--- src/design/pipe_pkg.sv ---
package pipe_pkg;

	localparam int REG_ADDR_W = 5;

	// where the register write data comes from
	typedef enum logic [1:0] {
		WRREG_ALURESULT = 2'd0,
		WRREG_IMMDATA   = 2'd1,
		WRREG_MEMDATA   = 2'd2
	} wrreg_sel_e;

	typedef enum logic [2:0] {
		ALU_ADD = 3'd0,  // also addi, lw and sw address
		ALU_SUB = 3'd1,
		ALU_AND = 3'd2,
		ALU_OR  = 3'd3,
		ALU_XOR = 3'd4,
		ALU_SLT = 3'd5
	} alu_op_e;

endpackage

--- src/design/reg_file.sv ---
`timescale 1ns/10ps
module reg_file (
	input  logic                            clk,
	input  logic                            reset,
	input  logic [pipe_pkg::REG_ADDR_W-1:0] ra_addr,
	input  logic [pipe_pkg::REG_ADDR_W-1:0] rb_addr,
	input  logic [pipe_pkg::REG_ADDR_W-1:0] rt_addr,
	output logic [31:0]                     ra_data,
	output logic [31:0]                     rb_data,
	output logic [31:0]                     rt_data,
	input  logic                            we,
	input  logic [pipe_pkg::REG_ADDR_W-1:0] wr_addr,
	input  logic [31:0]                     wr_data
);
	localparam int NUM_REGS = 1 << pipe_pkg::REG_ADDR_W;

	logic [31:0] regs [NUM_REGS];

	always_ff @(posedge clk) begin
		if (reset) begin
			for (int i = 0; i < NUM_REGS; i++)
				regs[i] <= '0;
		end else if (we) begin
			regs[wr_addr] <= wr_data;
		end
	end

	// no write bypass, a same-cycle write shows up in forward instead
	assign ra_data = regs[ra_addr];
	assign rb_data = regs[rb_addr];
	assign rt_data = regs[rt_addr];

endmodule

--- config.mk ---
export PLATFORM = sky130hd
export DESIGN_NAME = reg_file
export DESIGN_NICKNAME = d
export VERILOG_FILES = /design/src/design/pipe_pkg.sv /design/src/design/reg_file.sv
export SDC_FILE = /design/constraint.sdc
export NUM_CORES = 2
export LEC_CHECK = 0
export BUFFER_PORTS_ARGS = -buffer_cell sky130_fd_sc_hd__buf_2
export CORE_UTILIZATION = 45
export DETAILED_ROUTE_END_ITERATION = 6
export HOLD_SLACK_MARGIN = 0.06
export PLACE_DENSITY_LB_ADDON = 0.08
export SLEW_MARGIN = 20
export SYNTH_ARGS = -nofsm -noshare
export SYNTH_HDL_FRONTEND = slang
export SYNTH_SLANG_ARGS = --single-unit
export TNS_END_PERCENT = 100
--- constraint.sdc ---
create_clock -name clk -period 4.02 [get_ports clk]
set_clock_uncertainty 0.1 [all_clocks]
set_input_delay 0.402 -clock clk [delete_from_list [all_inputs] [get_ports clk]]
set_output_delay 0.402 -clock clk [all_outputs]
set_load 0.01 [all_outputs]
==> tab_implementation.tex <==
\begin{tabular}{lr}
\hline
Metric & Value \\
\hline
\multicolumn{2}{l}{\textbf{Hold path}} \\
\quad Number of stages on the worst hold path & 2 \\
\quad Tightest Hold Check Type & primary input to flip-flop \\
\multicolumn{2}{l}{\textbf{Timing}} \\
\quad Aggregate negative setup slack & 0 ns \\
\quad Slew at the pin closest to its max-slew limit & about 1.2 ns \\
\quad Slew Viols, Final & 0 \\
\quad Final Critical Period & between 3 and 4 ns \\
\quad Highest attainable clock frequency & 316 MHz \\
\quad RSZ-0062 raised after global routing & false \\
\quad Final worst path period share & between 70\% and 80\% \\
\quad Final setup violating endpoints & 0 \\
\quad Worst slew margin relative to its limit & between 20\% and 30\% \\
\quad Final hold viol count & 0 \\
\quad Worst Setup Slack, final & about 0.86 ns \\
\multicolumn{2}{l}{\textbf{Floorplan}} \\
\quad Row count & 139 \\
\quad Die W & $\sim$380 um \\
\quad Starting density of the core & between 40\% and 50\% \\
\quad Placeable core region & about 140000 um2 \\
\quad Chip Height & approximately 380 um \\
\quad Overall die area & about 150000 um2 \\
\quad Count of pins on the block boundary & approximately 150 \\
\multicolumn{2}{l}{\textbf{Synth}} \\
\quad Leading cell types by total area after synthesis & sky130\_fd\_sc\_hd\_\_edfxtp\_1 (47\%), sky130\_fd\_sc\_hd\_\_mux2i\_1 (24\%), sky130\_fd\_sc\_hd\_\_and2\_1 (9.8\%) \\
\quad Cell types with the highest counts after synthesis & sky130\_fd\_sc\_hd\_\_mux2i\_1 (1536), sky130\_fd\_sc\_hd\_\_and2\_1 (1027), sky130\_fd\_sc\_hd\_\_edfxtp\_1 (1024), sky130\_fd\_sc\_hd\_\_nand2\_1 (292), sky130\_fd\_sc\_hd\_\_nand3\_1 (289) \\
\quad Share of synthesized flip-flops with an asynchronous set or reset & 0\% \\
\quad Cell count after synthesis & between 5000 and 6000 \\
\quad Count of distinct cell types in the synthesized netlist & 32 \\
\quad Number of enable-type register cells in the synthesized netlist & around 1000 \\
\quad Fraction of synthesized cell area taken by the top area cell type & a little under half \\
\quad Most instantiated flip-flop cell in the synthesis netlist & sky130\_fd\_sc\_hd\_\_edfxtp\_1 \\
\quad Total standard cell area after synthesis & roughly 65000 um2 \\
\quad Cell type with the largest total area after synthesis & sky130\_fd\_sc\_hd\_\_edfxtp\_1 \\
\quad Syn\_area\_per\_cell & around 11 um2 \\
\quad Most common cell in the netlist & sky130\_fd\_sc\_hd\_\_mux2i\_1 \\
\quad Sequential area share after synthesis & 47.0\% \\
\quad Net count after synthesis & between 5000 and 6000 \\
\quad Warnings from Yosys & 0 \\
\quad Number of flip-flops and latches in the synthesized netlist & just over 1000 \\
\multicolumn{2}{l}{\textbf{Pwr}} \\
\quad Internal power & between 15000 and 20000 uW \\
\quad NetSw & between 8000 and 9000 uW \\
\quad Static Leak & between 0.02 and 0.03 uW \\
\quad Relative contribution of combinational cells to total power & about 16\% \\
\quad Clock Power Share & between 30\% and 40\% \\
\quad Sequential power share & 45.6\% \\
\quad Overall power after layout & about 28000 uW \\
\quad Net Sw Frac & about 29\% \\
\quad Power density of the placed cells & 389 nW/um2 \\
\quad Maximum vdd drop & 331 uV \\
\multicolumn{2}{l}{\textbf{Clock tree}} \\
\quad Maximum clock insertion buffer count & 3 \\
\quad Clk Tree Root Cell & sky130\_fd\_sc\_hd\_\_clkbuf\_16 \\
\quad Hold Buf Count CTS & 0 \\
\quad Gates resized, CTS repair & 0 \\
\quad Number of clock sinks & between 1000 and 1500 \\
\quad Clock tree from TritonCTS & done \\
\quad Cts bufs inserted & roughly 120 \\
\quad Clock-pin slew of the registers on the worst-case setup and hold paths & roughly 0.060 ns \\
\quad Number of levels the H-tree was split into & 3 \\
\quad Buffers inserted by post-CTS timing repair & 0 \\
\multicolumn{2}{l}{\textbf{GRT}} \\
\quad Residual overflow from global routing & 0 \\
\quad Global-route wire length before repair & 377 mm \\
\quad Vias in the first global route & 48779 \\
\quad Maximum number of pins on one net before global-route repair & 84 \\
\quad Antenna violations before repair & between 40 and 50 \\
\quad Met2 GRT Util & between 50\% and 60\% \\
\quad All-layer global routing usage & between 30\% and 40\% \\
\quad Met1 demand-to-capacity share in global routing & between 50\% and 60\% \\
\quad Most Crowded Layer GR & met2 \\
\quad Met3 Use GR & under 10\% \\
\multicolumn{2}{l}{\textbf{Finish}} \\
\quad End-of-flow core utilization & around 50\% \\
\quad Biggest regs & regs: 1024 flops \\
\quad Share of post-route cells with drive strength above 1 & around 11\% \\
\quad \# nets final & 5781 \\
\quad Number of flip-flops in the largest register & 1024 \\
\quad Synthesis-to-layout area growth & 10.3\% \\
\quad Flip-flop and latch area & 30700 um2 \\
\quad Area used by multi-input combinational logic & between 30000 and 40000 um2 \\
\quad Total non-filler cell area in the finished layout & a little over 70000 um2 \\
\quad Register ranked first by flip-flop count & regs \\
\quad Filler cell count in the final layout & roughly 13000 \\
\multicolumn{2}{l}{\textbf{Placed design}} \\
\quad Weighted congestion reported at the end of routability-driven placement & 0.878 \\
\quad Dpl ws & around 0.95 ns \\
\quad Cell area reported after detailed placement & approximately 70000 um2 \\
\quad HPWL Detailed & 158 mm \\
\quad Number of port buffers & 150 \\
\multicolumn{2}{l}{\textbf{Detailed routing}} \\
\quad Drt pass-1 iters & 7 \\
\quad Number of vias after detailed routing & between 50000 and 60000 \\
\quad Antenna viol nets, final & 0 \\
\quad Via density per instance & about 6.6 \\
\quad Wire length after detailed routing & around 270 mm \\
\quad Number of DRC violations after detailed routing & 12 \\
\quad WL/cell & approximately 35 um \\
\quad Initial DRC count & 7370 \\
\multicolumn{2}{l}{\textbf{Worst setup path}} \\
\quad Worst setup startpoint & ra\_addr[1] \\
\quad Required time at the worst-slack endpoint & 3.52 ns \\
\quad Critical Path Fanout Max & 60 \\
\quad Kind of end point of the critical path & primary output \\
\quad Worst setup path category & primary input to primary output \\
\quad Crit path DAT & approximately 2.7 ns \\
\quad Capturing instance or port of the critical path & ra\_data[25] \\
\quad Element type at the critical path start & primary input \\
\multicolumn{2}{l}{\textbf{Status}} \\
\quad Outcome & finished with violations \\
\quad Violated checks & DRC \\
\multicolumn{2}{l}{\textbf{Flow run}} \\
\quad Max-capacitance violation count & 0 \\
\hline
\end{tabular}
==> per-layer routing <==
layer	up-vias	part of all wire, %
li1	21395	-
met1	25680	42
met2	3178	43
met3	610	11
met4	12	3.9
met5	-	0.030
==> placed cells by master (no fill, tap or decap), drive strengths merged <==
| cell type | n |
|---|---|
| clkbuf | 141 |
| and2b | 1 |
| a22oi | 288 |
| nand3b | 4 |
| a22o | 192 |
| a21oi | 288 |
| nand3 | 290 |
| and2 | 1027 |
| clkinvlp | 4 |
| nor2b | 6 |
| clkinv | 67 |
| or2 | 35 |
| nand2b | 7 |
| diode | 16 |
| edfxtp | 1024 |
| nand2 | 293 |
| nor3 | 96 |
| or3b | 2 |
| or3 | 2 |
| mux2i | 1536 |
| inv | 3 |
| nor2 | 37 |
| a31oi | 96 |
| bufinv | 8 |
| buf | 381 |
==> power groups by stage <==
stage / Clock, uW / Combinational, uW / Sequential, uW
3_3_place_gp: 0 / 4410 / 13000
2_1_floorplan: 0 / 2690 / 12900
5_1_grt: 11200 / 4690 / 12900
3_5_place_dp: 0 / 4430 / 13000
6_report: 10700 / 4550 / 12800
4_1_cts: 10800 / 4440 / 12800
==> cell families after synthesis <==
logic type | count (synthesis) | synth area share, %
flops | 1024 | 47.0
simple gates | 1800 | 15.6
compound gates | 864 | 9.00
buf+inv | 574 | 4.90
mux | 1536 | 23.5
==> metrics by stage <==
stage	hold WS, ns	std cells
global route	0.196	7734
floorplan	0.500	5798
detailed placement	0.923	7508
global placement	0.920	7508
finish	0.172	7747
CTS	0.133	7731
==> worst min path at each step <==
| stage | from | end | slack, ns |
|---|---|---|---|
| after global routing | wr_data[18] | regs[28][18]$_SDFFCE_PN0P_ | 0.20 |
| after CTS | wr_data[8] | regs[21][8]$_SDFFCE_PN0P_ | 0.13 |
| final | wr_data[30] | regs[24][30]$_SDFFCE_PN0P_ | 0.17 |
| after floorplan | wr_data[31] | regs[0][31]$_SDFFCE_PN0P_ | 0.50 |
| after global placement | wr_data[8] | regs[11][8]$_SDFFCE_PN0P_ | 0.92 |
| after detailed placement | wr_data[8] | regs[13][8]$_SDFFCE_PN0P_ | 0.92 |
==> worst max-delay path, cell delays in order <==
cell                      delay [ns]
sky130_fd_sc_hd__buf_8          0.29
sky130_fd_sc_hd__buf_12         0.40
sky130_fd_sc_hd__buf_4          0.42
sky130_fd_sc_hd__mux2i_1        0.28
sky130_fd_sc_hd__a22oi_1        0.13
sky130_fd_sc_hd__nand3_1        0.15
sky130_fd_sc_hd__nand3_1        0.18
sky130_fd_sc_hd__buf_2          0.19
==> final cells by class <==
class,count,area share (%)
Timing Repair Buffer,381,4.87
Clock inverter,82,0.826
Tap cell,1903,3.30
Antenna cell,16,0.0555
Clock buffer,141,4.36
Multi-Input combinational cell,4200,43.9
Sequential cell,1024,42.6
No activity file was read; power rests on OpenSTA's default activity.
