==> config.mk <==
export PLATFORM = sky130hd
export DESIGN_NAME = forward
export DESIGN_NICKNAME = d
export VERILOG_FILES = /design/src/design/pipe_pkg.sv /design/src/design/forward.sv
export SDC_FILE = /design/constraint.sdc
export NUM_CORES = 1
export LEC_CHECK = 0
export ABC_AREA = 1
export ABC_CLOCK_PERIOD_IN_PS = 2600
export BUFFER_PORTS_ARGS = -buffer_cell sky130_fd_sc_hd__clkbuf_2
export CORE_AREA = 2 2 140 142
export DETAILED_ROUTE_END_ITERATION = 10
export DIE_AREA = 0 0 142 144
export GPL_TIMING_DRIVEN = 1
export PLACE_DENSITY = 0.65
export SYNTH_ARGS = -nofsm -noshare
export SYNTH_HDL_FRONTEND = slang
export SYNTH_SLANG_ARGS = --single-unit
export TNS_END_PERCENT = 20
==> constraint.sdc <==
create_clock -name vclk -period 2.6
set_input_delay 0.26 -clock vclk [all_inputs]
set_output_delay 0.26 -clock vclk [all_outputs]
set_load 0.02 [all_outputs]
==> src/design/pipe_pkg.sv <==
package pipe_pkg;

	localparam int REG_ADDR_W = 5;

	// where the register write data comes from
	typedef enum logic [1:0] {
		WRREG_ALURESULT = 2'd0,
		WRREG_IMMDATA   = 2'd1,
		WRREG_MEMDATA   = 2'd2
	} wrreg_sel_e;

	typedef enum logic [2:0] {
		ALU_ADD = 3'd0,  // also addi, lw and sw address
		ALU_SUB = 3'd1,
		ALU_AND = 3'd2,
		ALU_OR  = 3'd3,
		ALU_XOR = 3'd4,
		ALU_SLT = 3'd5
	} alu_op_e;

endpackage

==> src/design/forward.sv <==
`timescale 1ns/10ps
module forward (
	input  logic [pipe_pkg::REG_ADDR_W-1:0] reg_ra_addr,
	input  logic [pipe_pkg::REG_ADDR_W-1:0] reg_rb_addr,
	input  logic [pipe_pkg::REG_ADDR_W-1:0] reg_rt_addr,
	input  logic [31:0]                     reg_ra_data,
	input  logic [31:0]                     reg_rb_data,
	input  logic [31:0]                     reg_rt_data,
	input  logic                            x2_do_dm_read,
	input  logic                            x2_do_reg_write,
	input  pipe_pkg::wrreg_sel_e            x2_select_write_reg,
	input  logic [pipe_pkg::REG_ADDR_W-1:0] x2_write_reg_addr,
	input  logic [31:0]                     alu_result,
	input  logic [31:0]                     x2_imm_extend,
	input  logic                            x3_do_reg_write,
	input  logic [pipe_pkg::REG_ADDR_W-1:0] x3_write_reg_addr,
	input  logic [31:0]                     write_reg_data,
	input  logic                            x4_do_reg_write,
	input  logic [pipe_pkg::REG_ADDR_W-1:0] x4_write_reg_addr,
	input  logic [31:0]                     x4_write_reg_data,
	output logic [31:0]                     f_reg_ra_data,
	output logic [31:0]                     f_reg_rb_data,
	output logic [31:0]                     f_reg_rt_data,
	output logic                            do_hazard
);
	logic        x2_fwd;
	logic [31:0] x2_fwd_data;

	// load data is not there yet in x2, the hazard covers it
	assign x2_fwd = x2_do_reg_write && !x2_do_dm_read
		&& (x2_select_write_reg == pipe_pkg::WRREG_IMMDATA
		|| x2_select_write_reg == pipe_pkg::WRREG_ALURESULT);
	assign x2_fwd_data = (x2_select_write_reg == pipe_pkg::WRREG_IMMDATA) ?
		x2_imm_extend : alu_result;

	// youngest write wins, so x2 is checked last
	function automatic logic [31:0] pick(input logic [pipe_pkg::REG_ADDR_W-1:0] addr,
		input logic [31:0] rf_data);
		logic [31:0] d;
		d = rf_data;
		if (x4_do_reg_write && addr == x4_write_reg_addr)
			d = x4_write_reg_data;
		if (x3_do_reg_write && addr == x3_write_reg_addr)
			d = write_reg_data;
		if (x2_fwd && addr == x2_write_reg_addr)
			d = x2_fwd_data;
		return d;
	endfunction

	always_comb begin
		f_reg_ra_data = pick(reg_ra_addr, reg_ra_data);
		f_reg_rb_data = pick(reg_rb_addr, reg_rb_data);
		f_reg_rt_data = pick(reg_rt_addr, reg_rt_data);
	end

	assign do_hazard = x2_do_dm_read
		&& (reg_rt_addr == x2_write_reg_addr
		|| reg_ra_addr == x2_write_reg_addr
		|| reg_rb_addr == x2_write_reg_addr);

	// a load in x2 is always a register write as well, decode sets both
	always_comb begin
		a_hazard_load: assert final (!do_hazard || (x2_do_dm_read && x2_do_reg_write))
			else $error("load-use hazard without a load in execute");
	end

endmodule

==> results_dict.tcl, run 1 <==
set metrics [dict create \
    area_growth_pct 38.7 \
    hp-class "input port to output pin" \
    cp_max_fo 32 \
    synth_top_area_frac 0.349 \
    place_area_um2 6610 \
    die_width_um 142 \
    worstPathRequired_ns 2.34 \
    peakVddDrop_uv 74.0 \
    drt_iter0_drc 474 \
    vias_per_cell 4.95 \
    ys_types 23 \
    finalNetCount 1606 \
    slew_violations 0 \
    path_cells "clkbuf_2, o22ai_1, nor2_4, nand2_2, nand2_1, nand3_1, nand2_1, nand2_1, clkbuf_2" \
    netlist_area_um2 4760 \
    worst_slew_pin_slew_ns 0.806 \
    fmax_mhz 465 \
    cp-start-kind "input port" \
    design_area_um2 6610 \
    vias 7823 \
    cpPeakStageDelay_ns 0.60 \
    regArea_um2 0 \
    worstSetupEndpointType "output pin" \
    power_density_nw_per_um2 172 \
    status "finished, final reports clean" \
    finalPower_mw 1.14 \
    synth_area_leader_cell "nand2_1" \
    clockBufferCount 0 \
    post-cts-setup-buffers 0 \
    yosysWarnings 0 \
    wl_met3_um 1960 \
    period_share 0.827 \
    drive_gt1_frac 0.328 \
    highest_layer "met4" \
    wl_met1_um 9600 \
    cap_violations 0 \
    setup_violations 0 \
    cpMostUsedCell "nand2_1" \
    relSlewSlack 0.461 \
    grt_max_degree 39 \
    crit_family "simple AND/OR/NAND/NOR gates" \
    synth_area_per_cell_um2 4.63 \
    flops_and_latches 0 \
    cts_resized 0 \
    fp-row-count 51 \
    fin_setup_tns_ns 0 \
    die_area_um2 20400 \
    ant_nets 0 \
    dp_hpwl_um 18000 \
    wl_um 23100 \
    worstHoldPathCells 4 \
    wl_met2_um 11200 \
    hp-start "x2_do_dm_read" \
    yosys-top-cells-area "nand2_1 35%, nand3_1 21%, nor2_1 17%" \
    hold_violations 0 \
    fin_crit_ns 2.15 \
    yosysSeqAreaShare 0 \
    drc_errors 0 \
    grt_pass1_wl_um 34500 \
    worst_path_max_delay_cell "nand2_2" \
    drtPass1Iterations 5 \
    overflow 0 \
    postCtsHoldBufs 0 \
    portBuffers 357 \
    syn_nets 1288 \
    power_leakage_nw 4.10 \
    core_um2 19100 \
    grt_antenna_before_repair 0 \
    top_level_ports 357 \
    grt_pass1_vias 6975 \
    crit_type "input port to output pin" \
    antenna_cells 0 \
    hold_end "do_hazard" \
    crit_buf_inv 2 \
    wl_per_cell_um 14.6 \
    worstPathArrival_ns 1.89 \
    synth_cells 1028 \
    cp.depth 9 \
    rsz0062_at_grt "false" \
    gr-usage-all-layers 0.205 \
    die_y_um 144 \
    start_util 0.250 \
    globalplace.congestion 0.875 \
]
## per-stage QoR
step	utilization	setup WS (ns)	cells	hold slack, ns
after floorplan	-	1.02	1028	0.649
after global placement	0.346	0.439	1582	0.848
after detailed placement	0.346	0.493	1582	0.850
after CTS	0.346	0.484	1582	0.851
after global routing	0.346	0.306	1582	0.871
final	0.346	0.450	1582	0.847
## routing by layer
| layer | track usage | vias up |
|---|---|---|
| li1 | - | 3881 |
| met1 | 0.266 | 3448 |
| met2 | 0.370 | 462 |
| met3 | 0.0172 | 32 |
| met4 | 0.0442 | 0 |
| met5 | 0 | - |
## layout make-up
cell class,count,area [um2]
repair buffers,382,1990
multi-input cells,931,4210
inverters,31,116
well taps,238,298
fillers,2164,12500
## report_power, final
group / internal (mW) / switching [mW]
Combinational: 0.426 / 0.714
Sequential: 0 / 0
Clock: 0 / 0
## Yosys cell counts
library cell and n:
nand2_1 443, nor2_1 210, nand3_1 198, buf_2 37
mux2_2 31, inv_1 22, buf_6 17, buf_4 10
xor2_1 10, inv_2 9, nand3_2 5, o21ai_0 5
xnor2_1 5, a21oi_1 4, nor2_2 4, nor2_4 4
o21ai_1 4, clkbuf_1 2, nand2_2 2, nor2_8 2
o22ai_1 2, nand2_4 1, nor3_1 1
## how the worst max path moves through the flow
stage                             endpoint  slack (ns)            startpoint
final                     f_reg_ra_data[1]        0.45        reg_ra_addr[3]
after global routing      f_reg_ra_data[8]        0.31        reg_ra_addr[3]
after CTS                 f_reg_rt_data[0]        0.48        reg_rt_addr[1]
after detailed placement  f_reg_rt_data[0]        0.49        reg_rt_addr[1]
after global placement    f_reg_rt_data[0]        0.44        reg_rt_addr[1]
after floorplan           f_reg_rt_data[0]        1.02  x4_write_reg_addr[0]
## cell usage in the layout, fill, tap and decap left out
cell / synthesis / layout
o22ai_1: 2 / 2
o21ai_0: 5 / 5
mux2_2: 31 / 31
nand2_4: 1 / 1
nand3_2: 5 / 5
nor2_1: 210 / 210
nor2_2: 4 / 1
nand3_1: 198 / 198
a21oi_1: 4 / 4
buf_4: 10 / 24
nor2_8: 2 / 2
inv_1: 22 / 22
inv_2: 9 / 9
xor2_1: 10 / 10
o21ai_1: 4 / 4
nor2_4: 4 / 7
nand2_2: 2 / 3
nor3_1: 1 / 1
nand2_1: 443 / 442
buf_12: 0 / 1
xnor2_1: 5 / 5
clkbuf_2: 0 / 357
## cell families after synthesis
logic type,synth area share
simple gates,0.762
buf+inv,0.121
mux,0.0733
xor+xnor,0.0276
compound gates,0.0163
Power figures use the tool's default switching activity.
==> run 2, diff against run 1 <==
ABC_CLOCK_PERIOD_IN_PS = 2000   (was 2600)
CORE_AREA = 2 2 137 139   (was 2 2 140 142)
DIE_AREA = 0 0 139 141   (was 0 0 142 144)
PLACE_DENSITY = 0.67   (was 0.65)
clock period = 2 ns   (was 2.6 ns; I/O delays follow)
==> run 2 against run 1 <==
Compared with the run above: flip-flop and latch count is the same; hold slack lost 0.12 ns; first-iteration DRC count grew 11%; cell area grew 1.8%; via count is essentially flat; die area shrank 4.2%; routed wire length grew 0.86%; critical path type unchanged.
==> results_dict.tcl, run 2 (synthesis gave the netlist of run 1 again) <==
set metrics [dict create \
    ant_nets 0 \
    fin_setup_tns_ns 0 \
    area_growth_pct 41.2 \
    design_area_um2 6730 \
    top_level_ports 357 \
    antenna_cells 0 \
    final_common_cell "nand2_1" \
    setup_violations 0 \
    post-route-util 0.368 \
    power_frac_clock 0 \
    cap_violations 0 \
    globalplace.congestion 0.965 \
    finalNetCount 1610 \
    flops_and_latches 0 \
    final_cell_mix "442 x nand2_1, 357 x clkbuf_2, 210 x nor2_1" \
    worst_slack_ns 0.132 \
    grt_pass1_wl_um 35500 \
    clockBufferCount 0 \
    grt_antenna_before_repair 0 \
    drt_iter0_drc 526 \
    worst_path_max_delay_cell "nand2_4" \
    cp_max_fo 32 \
    rsz0062_at_grt "false" \
    cpPeakStageDelay_ns 0.28 \
    p_sw_uw 937 \
    dp_slack_ns 0.140 \
    slew_violations 0 \
    seqPwrFrac 0 \
    gr-usage-all-layers 0.218 \
    cp-start-kind "input port" \
    grt_max_degree 39 \
    status "finished, final reports clean" \
    p_int_uw 562 \
    start_util 0.261 \
    fin_crit_ns 1.87 \
    portBuffers 357 \
    vias_per_cell 4.94 \
    fmax_mhz 535 \
    peakVddDrop_uv 120 \
    vias 7816 \
    hp-class "input port to output pin" \
    power_density_nw_per_um2 223 \
    worstHoldPathCells 4 \
    die_area_um2 19600 \
    hold_violations 0 \
    dp_hpwl_um 18200 \
    post-cts-setup-buffers 0 \
    power_leakage_nw 4.14 \
    fp-row-count 50 \
    worstPathRequired_ns 1.80 \
    die_y_um 141 \
    postCtsHoldBufs 0 \
    worstSetupEndpointType "output pin" \
    wl_um 23300 \
    cts_resized 0 \
    die_width_um 139 \
    grt_pass1_vias 7086 \
    drtPass1Iterations 5 \
    drive_gt1_frac 0.330 \
    period_share 0.934 \
    overflow 0 \
    worst_slew_pin_slew_ns 0.450 \
    relSlewSlack 0.700 \
    crit_type "input port to output pin" \
    finalPower_mw 1.50 \
    core_um2 18300 \
    comb_power_share 1.000 \
    n_fill_cell 2089 \
    drc_errors 0 \
    path_cells "clkbuf_2, inv_1, nand2_1, nand3_1, nor2_4, nand2_4, nand2_1, nand3_1, a21oi_1, clkbuf_2" \
    regArea_um2 0 \
    worstPathArrival_ns 1.67 \
    sw_frac_of_total 0.625 \
    wl_per_cell_um 14.8 \
    multiInputGateArea_um2 4210 \
    place_area_um2 6720 \
]
-- run 2: layout make-up --
| class | count | share of cell area |
|---|---|---|
| Inverter | 31 | 0.0173 |
| Multi-Input combinational cell | 931 | 0.625 |
| Tap cell | 234 | 0.0435 |
| Timing Repair Buffer | 386 | 0.314 |
-- run 2: worst max-delay path, delay by kind of cell --
| kind | cells | cell delay [ns] |
|---|---|---|
| buf+inv | 3 | 0.42 |
| compound gates | 1 | 0.14 |
| simple gates | 6 | 0.90 |
-- run 2: worst paths after layout --
path  slack [ns]                to      startpoint
max         0.13  f_reg_rt_data[0]  reg_rt_addr[1]
min         0.72         do_hazard   x2_do_dm_read
-- run 2: per-layer routing --
layer | track usage | vias up | share of wire
met2 | 0.395 | 470 | 0.48
li1 | - | 3891 | -
met1 | 0.274 | 3401 | 0.41
met5 | 0 | - | 0
met3 | 0.0275 | 54 | 0.089
met4 | 0.0526 | 0 | 0.026
-- run 2: stage by stage --
stage	hold slack (ns)	std cells
final	0.724	1582
after global routing	0.758	1582
after CTS	0.725	1582
after detailed placement	0.724	1582
after global placement	0.720	1582
after floorplan	0.529	1028
-- run 2: power by group through the flow --
| stage | clock (mW) | sequential (mW) | combinational [mW] |
|---|---|---|---|
| 2_1_floorplan | 0 | 0 | 0.820 |
| 3_3_place_gp | 0 | 0 | 1.48 |
| 3_5_place_dp | 0 | 0 | 1.49 |
| 4_1_cts | 0 | 0 | 1.49 |
| 5_1_grt | 0 | 0 | 1.63 |
| 6_report | 0 | 0 | 1.50 |
