### src/design/pipe_pkg.sv
package pipe_pkg;

	localparam int REG_ADDR_W = 5;

	// where the register write data comes from
	typedef enum logic [1:0] {
		WRREG_ALURESULT = 2'd0,
		WRREG_IMMDATA   = 2'd1,
		WRREG_MEMDATA   = 2'd2
	} wrreg_sel_e;

	typedef enum logic [2:0] {
		ALU_ADD = 3'd0,  // also addi, lw and sw address
		ALU_SUB = 3'd1,
		ALU_AND = 3'd2,
		ALU_OR  = 3'd3,
		ALU_XOR = 3'd4,
		ALU_SLT = 3'd5
	} alu_op_e;

endpackage

### src/design/isa_pkg.sv
package isa_pkg;

	typedef enum logic [5:0] {
		OP_NOP  = 6'd0,
		OP_ALU  = 6'd1,  // register-register, funct picks the operation
		OP_ADDI = 6'd2,
		OP_LI   = 6'd3,  // rt <= sign-extended imm
		OP_LW   = 6'd4,
		OP_SW   = 6'd5
	} opcode_e;

	typedef enum logic [2:0] {
		FN_ADD = 3'd0,
		FN_SUB = 3'd1,
		FN_AND = 3'd2,
		FN_OR  = 3'd3,
		FN_XOR = 3'd4,
		FN_SLT = 3'd5   // signed compare
	} funct_e;

	typedef struct packed {
		opcode_e    opcode;
		logic [4:0] rt;
		logic [4:0] ra;
		logic [4:0] rb;
		logic [7:0] unused;
		funct_e     funct;
	} inst_r_t;

	// rb of the R view sits on imm[15:11]
	typedef struct packed {
		opcode_e     opcode;
		logic [4:0]  rt;
		logic [4:0]  ra;
		logic [15:0] imm;
	} inst_i_t;

	typedef union packed {
		inst_r_t r;
		inst_i_t i;
	} inst_word_u;

endpackage
### src/design/pipe_control.sv
`timescale 1ns/10ps
module pipe_control (
	input  logic                              clk,
	input  logic                              reset,
	input  logic                              instr_valid,
	input  isa_pkg::inst_word_u               instr,
	output logic                              instr_ready,
	input  logic                              do_hazard,
	output logic                              stall,
	output logic [pipe_pkg::REG_ADDR_W-1:0]   reg_ra_addr,
	output logic [pipe_pkg::REG_ADDR_W-1:0]   reg_rb_addr,
	output logic [pipe_pkg::REG_ADDR_W-1:0]   reg_rt_addr,
	output logic [31:0]                       dec_imm,
	output logic                              x2_do_reg_write,
	output logic                              x2_do_dm_read,
	output logic                              x2_do_dm_write,
	output pipe_pkg::wrreg_sel_e              x2_select_write_reg,
	output logic [pipe_pkg::REG_ADDR_W-1:0]   x2_write_reg_addr,
	output pipe_pkg::alu_op_e                 x2_alu_op,
	output logic                              x2_use_imm,
	output logic                              x3_do_reg_write,
	output logic                              x3_do_dm_write,
	output pipe_pkg::wrreg_sel_e              x3_select_write_reg,
	output logic [pipe_pkg::REG_ADDR_W-1:0]   x3_write_reg_addr,
	output logic                              x4_do_reg_write,
	output logic [pipe_pkg::REG_ADDR_W-1:0]   x4_write_reg_addr
);
	logic                 dec_valid;
	isa_pkg::inst_word_u  dec_instr;
	logic                 issue;
	logic                 d_reg_write;
	logic                 d_dm_read;
	logic                 d_dm_write;
	logic                 d_use_imm;
	pipe_pkg::wrreg_sel_e d_sel;
	pipe_pkg::alu_op_e    d_alu_op;

	assign stall = do_hazard & dec_valid;
	assign instr_ready = !stall;
	assign issue = dec_valid & !stall;  // decode moves into x2 this cycle

	always_ff @(posedge clk) begin
		if (reset) begin
			dec_valid <= 1'b0;
			dec_instr <= '0;
		end else if (!stall) begin
			dec_valid <= instr_valid;
			if (instr_valid)
				dec_instr <= instr;
		end
	end

	assign reg_ra_addr = dec_instr.r.ra;
	assign reg_rb_addr = dec_instr.r.rb;
	assign reg_rt_addr = dec_instr.r.rt;
	assign dec_imm = {{16{dec_instr.i.imm[15]}}, dec_instr.i.imm};

	always_comb begin
		d_reg_write = 1'b0;
		d_dm_read = 1'b0;
		d_dm_write = 1'b0;
		d_use_imm = 1'b0;
		d_sel = pipe_pkg::WRREG_ALURESULT;
		d_alu_op = pipe_pkg::ALU_ADD;
		case (dec_instr.r.opcode)
			isa_pkg::OP_ALU: begin
				d_reg_write = 1'b1;
				case (dec_instr.r.funct)
					isa_pkg::FN_SUB: d_alu_op = pipe_pkg::ALU_SUB;
					isa_pkg::FN_AND: d_alu_op = pipe_pkg::ALU_AND;
					isa_pkg::FN_OR:  d_alu_op = pipe_pkg::ALU_OR;
					isa_pkg::FN_XOR: d_alu_op = pipe_pkg::ALU_XOR;
					isa_pkg::FN_SLT: d_alu_op = pipe_pkg::ALU_SLT;
					default:         d_alu_op = pipe_pkg::ALU_ADD;
				endcase
			end
			isa_pkg::OP_ADDI: begin
				d_reg_write = 1'b1;
				d_use_imm = 1'b1;
			end
			isa_pkg::OP_LI: begin
				d_reg_write = 1'b1;
				d_sel = pipe_pkg::WRREG_IMMDATA;
			end
			isa_pkg::OP_LW: begin
				d_reg_write = 1'b1;
				d_dm_read = 1'b1;
				d_use_imm = 1'b1;
				d_sel = pipe_pkg::WRREG_MEMDATA;
			end
			isa_pkg::OP_SW: begin
				d_dm_write = 1'b1;
				d_use_imm = 1'b1;
			end
			default: d_reg_write = 1'b0;  // nop and unknown opcodes
		endcase
	end

	always_ff @(posedge clk) begin
		if (reset) begin
			x2_do_reg_write <= 1'b0;
			x2_do_dm_read <= 1'b0;
			x2_do_dm_write <= 1'b0;
			x2_select_write_reg <= pipe_pkg::WRREG_ALURESULT;
			x2_write_reg_addr <= '0;
			x2_alu_op <= pipe_pkg::ALU_ADD;
			x2_use_imm <= 1'b0;
			x3_do_reg_write <= 1'b0;
			x3_do_dm_write <= 1'b0;
			x3_select_write_reg <= pipe_pkg::WRREG_ALURESULT;
			x3_write_reg_addr <= '0;
			x4_do_reg_write <= 1'b0;
			x4_write_reg_addr <= '0;
		end else begin
			x2_do_reg_write <= d_reg_write & issue;  // bubble on stall
			x2_do_dm_read <= d_dm_read & issue;
			x2_do_dm_write <= d_dm_write & issue;
			x2_select_write_reg <= d_sel;
			x2_write_reg_addr <= reg_rt_addr;
			x2_alu_op <= d_alu_op;
			x2_use_imm <= d_use_imm;
			x3_do_reg_write <= x2_do_reg_write;
			x3_do_dm_write <= x2_do_dm_write;
			x3_select_write_reg <= x2_select_write_reg;
			x3_write_reg_addr <= x2_write_reg_addr;
			x4_do_reg_write <= x3_do_reg_write;
			x4_write_reg_addr <= x3_write_reg_addr;
		end
	end

	// the bubble behind a stall can never be a load
	a_single_stall: assert property (@(posedge clk) disable iff (reset) stall |=> !stall)
		else $error("decode stalled two cycles in a row");

endmodule

### config.mk
export PLATFORM = sky130hd
export DESIGN_NAME = pipe_control
export DESIGN_NICKNAME = d
export VERILOG_FILES = /design/src/design/pipe_pkg.sv /design/src/design/isa_pkg.sv /design/src/design/pipe_control.sv
export SDC_FILE = /design/constraint.sdc
export NUM_CORES = 1
export LEC_CHECK = 0
export ABC_AREA = 1
export CAP_MARGIN = 20
export CORE_UTILIZATION = 40
export DETAILED_ROUTE_END_ITERATION = 16
export DONT_BUFFER_PORTS = 1
export SLEW_MARGIN = 20
export SYNTH_ARGS = -nofsm -noshare
export SYNTH_HDL_FRONTEND = slang
export SYNTH_SLANG_ARGS = --single-unit
### constraint.sdc
create_clock -name clk -period 1.61 [get_ports clk]
set_input_delay 0.161 -clock clk [delete_from_list [all_inputs] [get_ports clk]]
set_output_delay 0.161 -clock clk [all_outputs]
set_load 0.03 [all_outputs]
==> flow_summary_export.csv, run 1 <==
group,metric,value,unit
run_status,status,"completed",
power,power.internal,2.68,mW
detailed_routing,drtPass1Iterations,4,
clocking,root_buffer,"clkbuf_8",
layout,layout-drive-gt1-share,0.129,
detailed_routing,routed_wl,4470,um
clocking,cts-buffers-inserted,9,
min_path,hold_path.startpoint,"instr[18]",
detailed_routing,drc_errors,0,
layout,diodes,0,
sta,slew_headroom,0.456,
layout,layout_common_cells,"nor2_1 (87), dfxtp_1 (61), inv_1 (34), o21ai_0 (30), dlygate4sd3_1 (29)",
setup_path,critical_path_buf_inv_count,1,
min_path,hold_class,"in2reg",
layout,final_nets,336,
power,power.leakage,1.18,nW
setup_path,path_class,"reg2out",
sta,setup_ws,0.276,ns
power,swShare,0.285,
power,p_switching,1.07,mW
setup_path,r2r_start,"dec_valid$_SDFFE_PP0N_",
floorplan,start_util,0.421,
synthesis,synth_area,0.00252,sq mm
global_route,grt_pass1_wl,6940,um
layout,largest_reg_flops,32,
synthesis,synth_warnings,0,
synthesis,synth_cell_types,20,
clocking,cts_max_level,3,
setup_path,cp-start-kind,"flop",
setup_path,cpMaxStageDelayCell,"buf_16",
floorplan,io_pins,114,
power,combPwrFrac,0.113,
placement,dp_hpwl,2940,um
power,clock_power_share,0.411,
sta,fmax,750,MHz
global_route,grt_max_degree,35,
clocking,post_cts.repair.setup_buffers,0,
floorplan,die_w,81.5,um
global_route,grtUsageTotal,0.145,
layout,final_common_cell,"nor2_1",
detailed_routing,vias_per_cell,4.38,
global_route,antenna_found_initial,0,
setup_path,cp.arrival,1.17,ns
detailed_routing,vias,1654,
clocking,cts_tree,"done",
sta,finalSetupTns,0,ns
power,pwr-share-seq,0.476,
placement,gp_congestion,0.791,
detailed_routing,drt_iter0_drc,45,
global_route,grt_overflow,0,
sta,worstMarginPinSlew,0.814,ns
sta,slew_viol_final,0,
setup_path,worstSetupEndpointType,"output port",
synthesis,ys.flop_type,"dfxtp_1",
floorplan,dieArea,0.00663,sq mm
synthesis,synth_cells,308,
clocking,ctsResizeCount,0,
synthesis,yosysSeqAreaShare,0.492,
sta,period_share,0.829,
power,vdd_drop_max,0.812,mV
synthesis,syn_nets,346,
synthesis,synth_edf_count,0,
sta,fin_skew,0.00700,ns
clocking,clock_sinks,62,
setup_path,startpoint,"dec_instr[15]$_SDFFE_PP0P_",
clocking,postCtsHoldBufs,29,
clocking,clk_pin_slew,0.07,ns
global_route,grt_pass1_vias,1528,
setup_path,cp_data_required_time,1.45,ns
setup_path,slowest_delay,0.46,ns
sta,rsz0062_at_grt,"false",
synthesis,ys_seq_elements,62,
run,maxCapViolations,0,
floorplan,core_area,0.00599,sq mm
detailed_routing,wl_per_cell,11.8,um
clocking,clk_latency,0.34,ns
setup_path,path_delay_family,"buffers and inverters",
floorplan,num_rows,28,
synthesis,async_reset_ff_frac,0,
power,powerDensity,1350,mW/mm^2
sta,finalSetupViolCount,0,
detailed_routing,ant_nets,0,
layout,fin_util,0.462,
floorplan,die_y,81.5,um
sta,hold_violations,0,
placement,port_buffers,0,
layout,regMostFlops,"dec_instr",
sta,fin_crit,1.33,ns
synthesis,synth.avg_cell_area,8.20,sq um
setup_path,worstPathMaxFanout,18,
placement,pre_cts_ws,0.413,ns
layout,area_growth,9.66,%
clocking,clockBufferDepth,2,
setup_path,path_cells,"buf_16",
sta,whs,0.0112,ns
==> Yosys cell counts, types with 2 or more instances <==
cell type / instances / area share
a21oi_1: 4 / 0.0079
buf_2: 2 / 0.0040
buf_4: 47 / 0.14
buf_6: 5 / 0.022
clkbuf_2: 3 / 0.0059
dfxtp_1: 62 / 0.49
ha_1: 2 / 0.0099
inv_1: 34 / 0.051
nand2_1: 9 / 0.013
nand3_1: 5 / 0.0099
nor2_1: 87 / 0.13
nor2_2: 10 / 0.025
o21ai_0: 30 / 0.059
o21ai_1: 2 / 0.0040
==> per-stage QoR <==
step           instance area, sq um  std cells  total power, mW
4_1_cts                        2770        378             3.80
3_5_place_dp                   2250        333             2.19
5_1_grt                        2770        378             3.93
3_3_place_gp                   2250        333             2.18
2_1_floorplan                  2520        308             2.26
6_report                       2770        378             3.75
==> kinds of logic after synthesis <==
| kind of cell | after synthesis | share of synthesized area |
|---|---|---|
| adder cells (fa/ha/maj) | 2 | 0.00991 |
| flip-flops | 62 | 0.492 |
| AO/OA/AOI/OAI | 36 | 0.0714 |
| buffers and inverters | 94 | 0.235 |
| AND/OR/NAND/NOR | 114 | 0.192 |
==> area by class of cell <==
type,instances,area [sq um]
inverters,36,140
flip-flops and latches,62,1240
clock inverters,6,92.6
fillers,595,3220
repair buffers,37,370
well taps,75,93.8
clock buffers,10,138
multi-input cells,152,689
==> power groups by stage <==
stage                     sequential (mW)  combinational (mW)  clock [mW]
after detailed placement             1.82               0.363           0
after CTS                            1.79               0.428        1.58
final                                1.78               0.424        1.54
after floorplan                      1.74               0.524           0
after global placement               1.82               0.356           0
after global routing                 1.80               0.473        1.66
==> final timing paths <==
kind / slack [ns] / cells past startpoint / to
max: 0.28 / 1 / dec_imm[31]
max reg2reg: 0.41 / 5 / dec_instr[27]$_SDFFE_PP0P_
min reg2reg: 0.49 / 2 / dec_instr[12]$_SDFFE_PP0P_
min: 0.01 / 2 / dec_instr[18]$_SDFFE_PP0P_
==> layer usage <==
layer / routed length, um / track usage / up-vias
li1: - / - / 862
met3: 328 / 0.0556 / 8
met1: 1850 / 0.156 / 729
met4: 90 / 0.100 / 0
met2: 2200 / 0.236 / 55
met5: 0 / 0 / -
Note: power is estimated with default switching activity, not from simulation.
==> run 2: changes to the inputs <==
--- a/config.mk
+++ b/config.mk
@@ -5,7 +5,7 @@
 export SDC_FILE = /design/constraint.sdc
 export NUM_CORES = 1
 export LEC_CHECK = 0
-export ABC_AREA = 1
+export ABC_AREA = 0
 export CAP_MARGIN = 20
 export CORE_UTILIZATION = 40
 export DETAILED_ROUTE_END_ITERATION = 16
==> constraint.sdc (replaced) <==
create_clock -name clk -period 1.18 [get_ports clk]
set_input_delay 0.118 -clock clk [delete_from_list [all_inputs] [get_ports clk]]
set_output_delay 0.118 -clock clk [all_outputs]
set_load 0.03 [all_outputs]
==> run 2 against run 1 <==
Against the previous run: the flow now finishes with violations (DRC, setup timing); critical path depth is the same; design area up 33%; sequential share of layout area down 11 points; global-route usage up 1.2 points; sequential cell count is the same; combinational power grew 110%; core utilization up 11 points; die area grew 7.3%; critical endpoint is now dec_imm[16]; largest power group unchanged.
==> flow_summary_export.csv, run 2 <==
group,metric,value,unit
layout,nFillCells,568,
floorplan,start_util,0.420,
power,powerDensity,1420,mW/mm^2
setup_path,path_class,"reg2out",
synthesis,synthTopCellsByArea,"dfxtp_1 (46%), buf_4 (13%), nand2b_1 (13%)",
run_status,failed_checks,"DRC, setup timing",
clocking,cts_max_level,3,
setup_path,r2r_end,"x2_alu_op[0]$_SDFF_PP0_",
clocking,cts_tree,"done",
layout,layout_common_cells,"dfxtp_1 (57), dlygate4sd3_1 (57), nand2b_1 (56), buf_4 (31), mux2i_1 (27)",
global_route,grt_pass1_vias,1776,
clocking,root_buffer,"clkbuf_8",
synthesis,synth_area,0.00271,sq mm
power,power.leakage,1.53,nW
clocking,cts-buffers-inserted,9,
sta,fmax,765,MHz
placement,postPlaceCellArea,0.00269,sq mm
detailed_routing,vias,1803,
synthesis,yosys-top-cells-count,"dfxtp_1 (62), nand2b_1 (56), buf_4 (47)",
power,p_total,5.23,mW
setup_path,ff2ff_setup_slack,-0.11,ns
setup_path,r2r_start,"dec_instr[29]$_SDFFE_PP0P_",
placement,gp_congestion,0.651,
sta,setup_ws,-0.128,ns
layout,layout-drive-gt1-share,0.267,
sta,whs,0.0138,ns
detailed_routing,wl_per_cell,14.2,um
floorplan,core_area,0.00646,sq mm
sta,slew_headroom,0.778,
sta,hold_violations,0,
setup_path,slowest_delay,0.46,ns
layout,fin_util,0.569,
setup_path,cp-start-kind,"flop",
synthesis,ys.flop_type,"dfxtp_1",
detailed_routing,vias_per_cell,4.56,
setup_path,cpMaxStageDelayCell,"buf_16",
setup_path,path_cells,"buf_16",
global_route,grt_overflow,0,
global_route,grt_pass1_wl,8560,um
global_route,grtUsageTotal,0.157,
setup_path,worstPathMaxFanout,18,
sta,rsz0062_at_grt,"true",
sta,worstMarginPinSlew,0.333,ns
sta,slew_viol_final,0,
clocking,clockBufferDepth,2,
layout,diodes,0,
clocking,clock_sinks,62,
global_route,grt_max_degree,47,
global_route,antenna_found_initial,0,
setup_path,critical_path_buf_inv_count,1,
layout,final_nets,351,
setup_path,cp_data_required_time,1.06,ns
detailed_routing,drtPass1Iterations,11,
setup_path,cp.arrival,1.19,ns
synthesis,synth_warnings,0,
floorplan,die_w,84.4,um
synthesis,syn_nets,301,
synthesis,synth_edf_count,0,
detailed_routing,routed_wl,5590,um
sta,fin_crit,1.31,ns
setup_path,critPathCapture,"dec_imm[16]",
detailed_routing,drc_errors,8,
synthesis,synth_cell_types,24,
sta,finalSetupTns,-2.35,ns
synthesis,ys_seq_elements,62,
floorplan,dieArea,0.00712,sq mm
setup_path,reg2reg_depth,2,
power,vdd_drop_max,0.668,mV
synthesis,yosysMostFrequentCell,"dfxtp_1",
setup_path,worstSetupEndpointType,"output port",
layout,regMostFlops,"dec_instr",
setup_path,cp.depth,1,
synthesis,post-synth-top-area-cell,"dfxtp_1",
setup_path,path_delay_family,"buffers and inverters",
sta,fin_skew,0.00792,ns
layout,largest_reg_flops,32,
run,maxCapViolations,0,
run_status,status,"finished with violations",
floorplan,die_y,84.4,um
synthesis,async_reset_ff_frac,0,
layout,area_growth,35.5,%
placement,dp_hpwl,2760,um
floorplan,io_pins,114,
layout,final_area,0.00368,sq mm
synthesis,yosysSeqAreaShare,0.457,
setup_path,startpoint,"dec_instr[15]$_SDFFE_PP0P_",
sta,period_share,1.11,
clocking,clk_pin_slew,0.07,ns
floorplan,num_rows,29,
placement,port_buffers,0,
sta,finalSetupViolCount,20,
detailed_routing,ant_nets,0,
clocking,clk_latency,0.34,ns
synthesis,synth_cells,263,
detailed_routing,drt_iter0_drc,51,
min_path,hold_class,"in2reg",
synthesis,synth.top_cell.area_share,0.457,
synthesis,synth.avg_cell_area,10.3,sq um
[run 2: stage by stage]
step / setup WS [ns] / cells
after global routing: -0.185 / 395
after floorplan: -0.0987 / 263
after detailed placement: -0.0958 / 313
after CTS: -0.137 / 388
final: -0.128 / 395
after global placement: -0.0806 / 313
[run 2: cells by family after synthesis]
family / count (synthesis) / share of synthesized area
DFF: 62 / 0.457
muxes: 32 / 0.120
adders and majority gates: 3 / 0.0129
AOI/OAI and AO/OA: 5 / 0.0152
buffers and inverters: 66 / 0.163
and+or+nand+nor: 95 / 0.231
[run 2: final cells by class]
cell class              instances  area [sq um]  area share
flip-flops and latches         62          1250       0.340
multi-input cells             136          1110       0.301
repair buffers                 98           972       0.264
clock buffers                  14           194      0.0528
well taps                      77          96.3      0.0262
clock inverters                 2          35.0     0.00953
inverters                       6          22.5     0.00613
[run 2: worst min path at each step]
stage                     cells after the start                              end   startpoint
after floorplan                               2           dec_valid$_SDFFE_PP0N_  instr_valid
after global placement                        1  x3_write_reg_addr[1]$_SDFF_PP0_        reset
after detailed placement                      1  x3_write_reg_addr[3]$_SDFF_PP0_        reset
after CTS                                     2       dec_instr[22]$_SDFFE_PP0P_        reset
after global routing                          2            x2_use_imm$_SDFF_PP0_        reset
final                                         2       dec_instr[18]$_SDFFE_PP0P_        reset
[run 2: routing by layer]
metal,part of all wire,vias up,track usage,wire [um]
met4,0.020,0,0.0863,110
met2,0.47,80,0.259,2650
met3,0.078,9,0.0688,435
met1,0.43,825,0.170,2390
met5,0,-,0,0
li1,-,889,-,-
[run 2: repair_timing]
action | 4_1_cts | 5_1_grt
hold buffers | 59 | 0
hold endpoints to repair | 48 | 0
setup endpoints to repair | 25 | 47
resized for setup | 4 | 19
gates cloned | 0 | 2
pin swaps | 0 | 2
setup buffers | 0 | 6
[run 2: power by group]
group / switching (mW) / total (mW) / internal [mW]
clock: 0.786 / 2.06 / 1.27
sequential: 0.0995 / 2.29 / 2.19
combinational: 0.453 / 0.882 / 0.428
total: 1.34 / 5.23 / 3.89
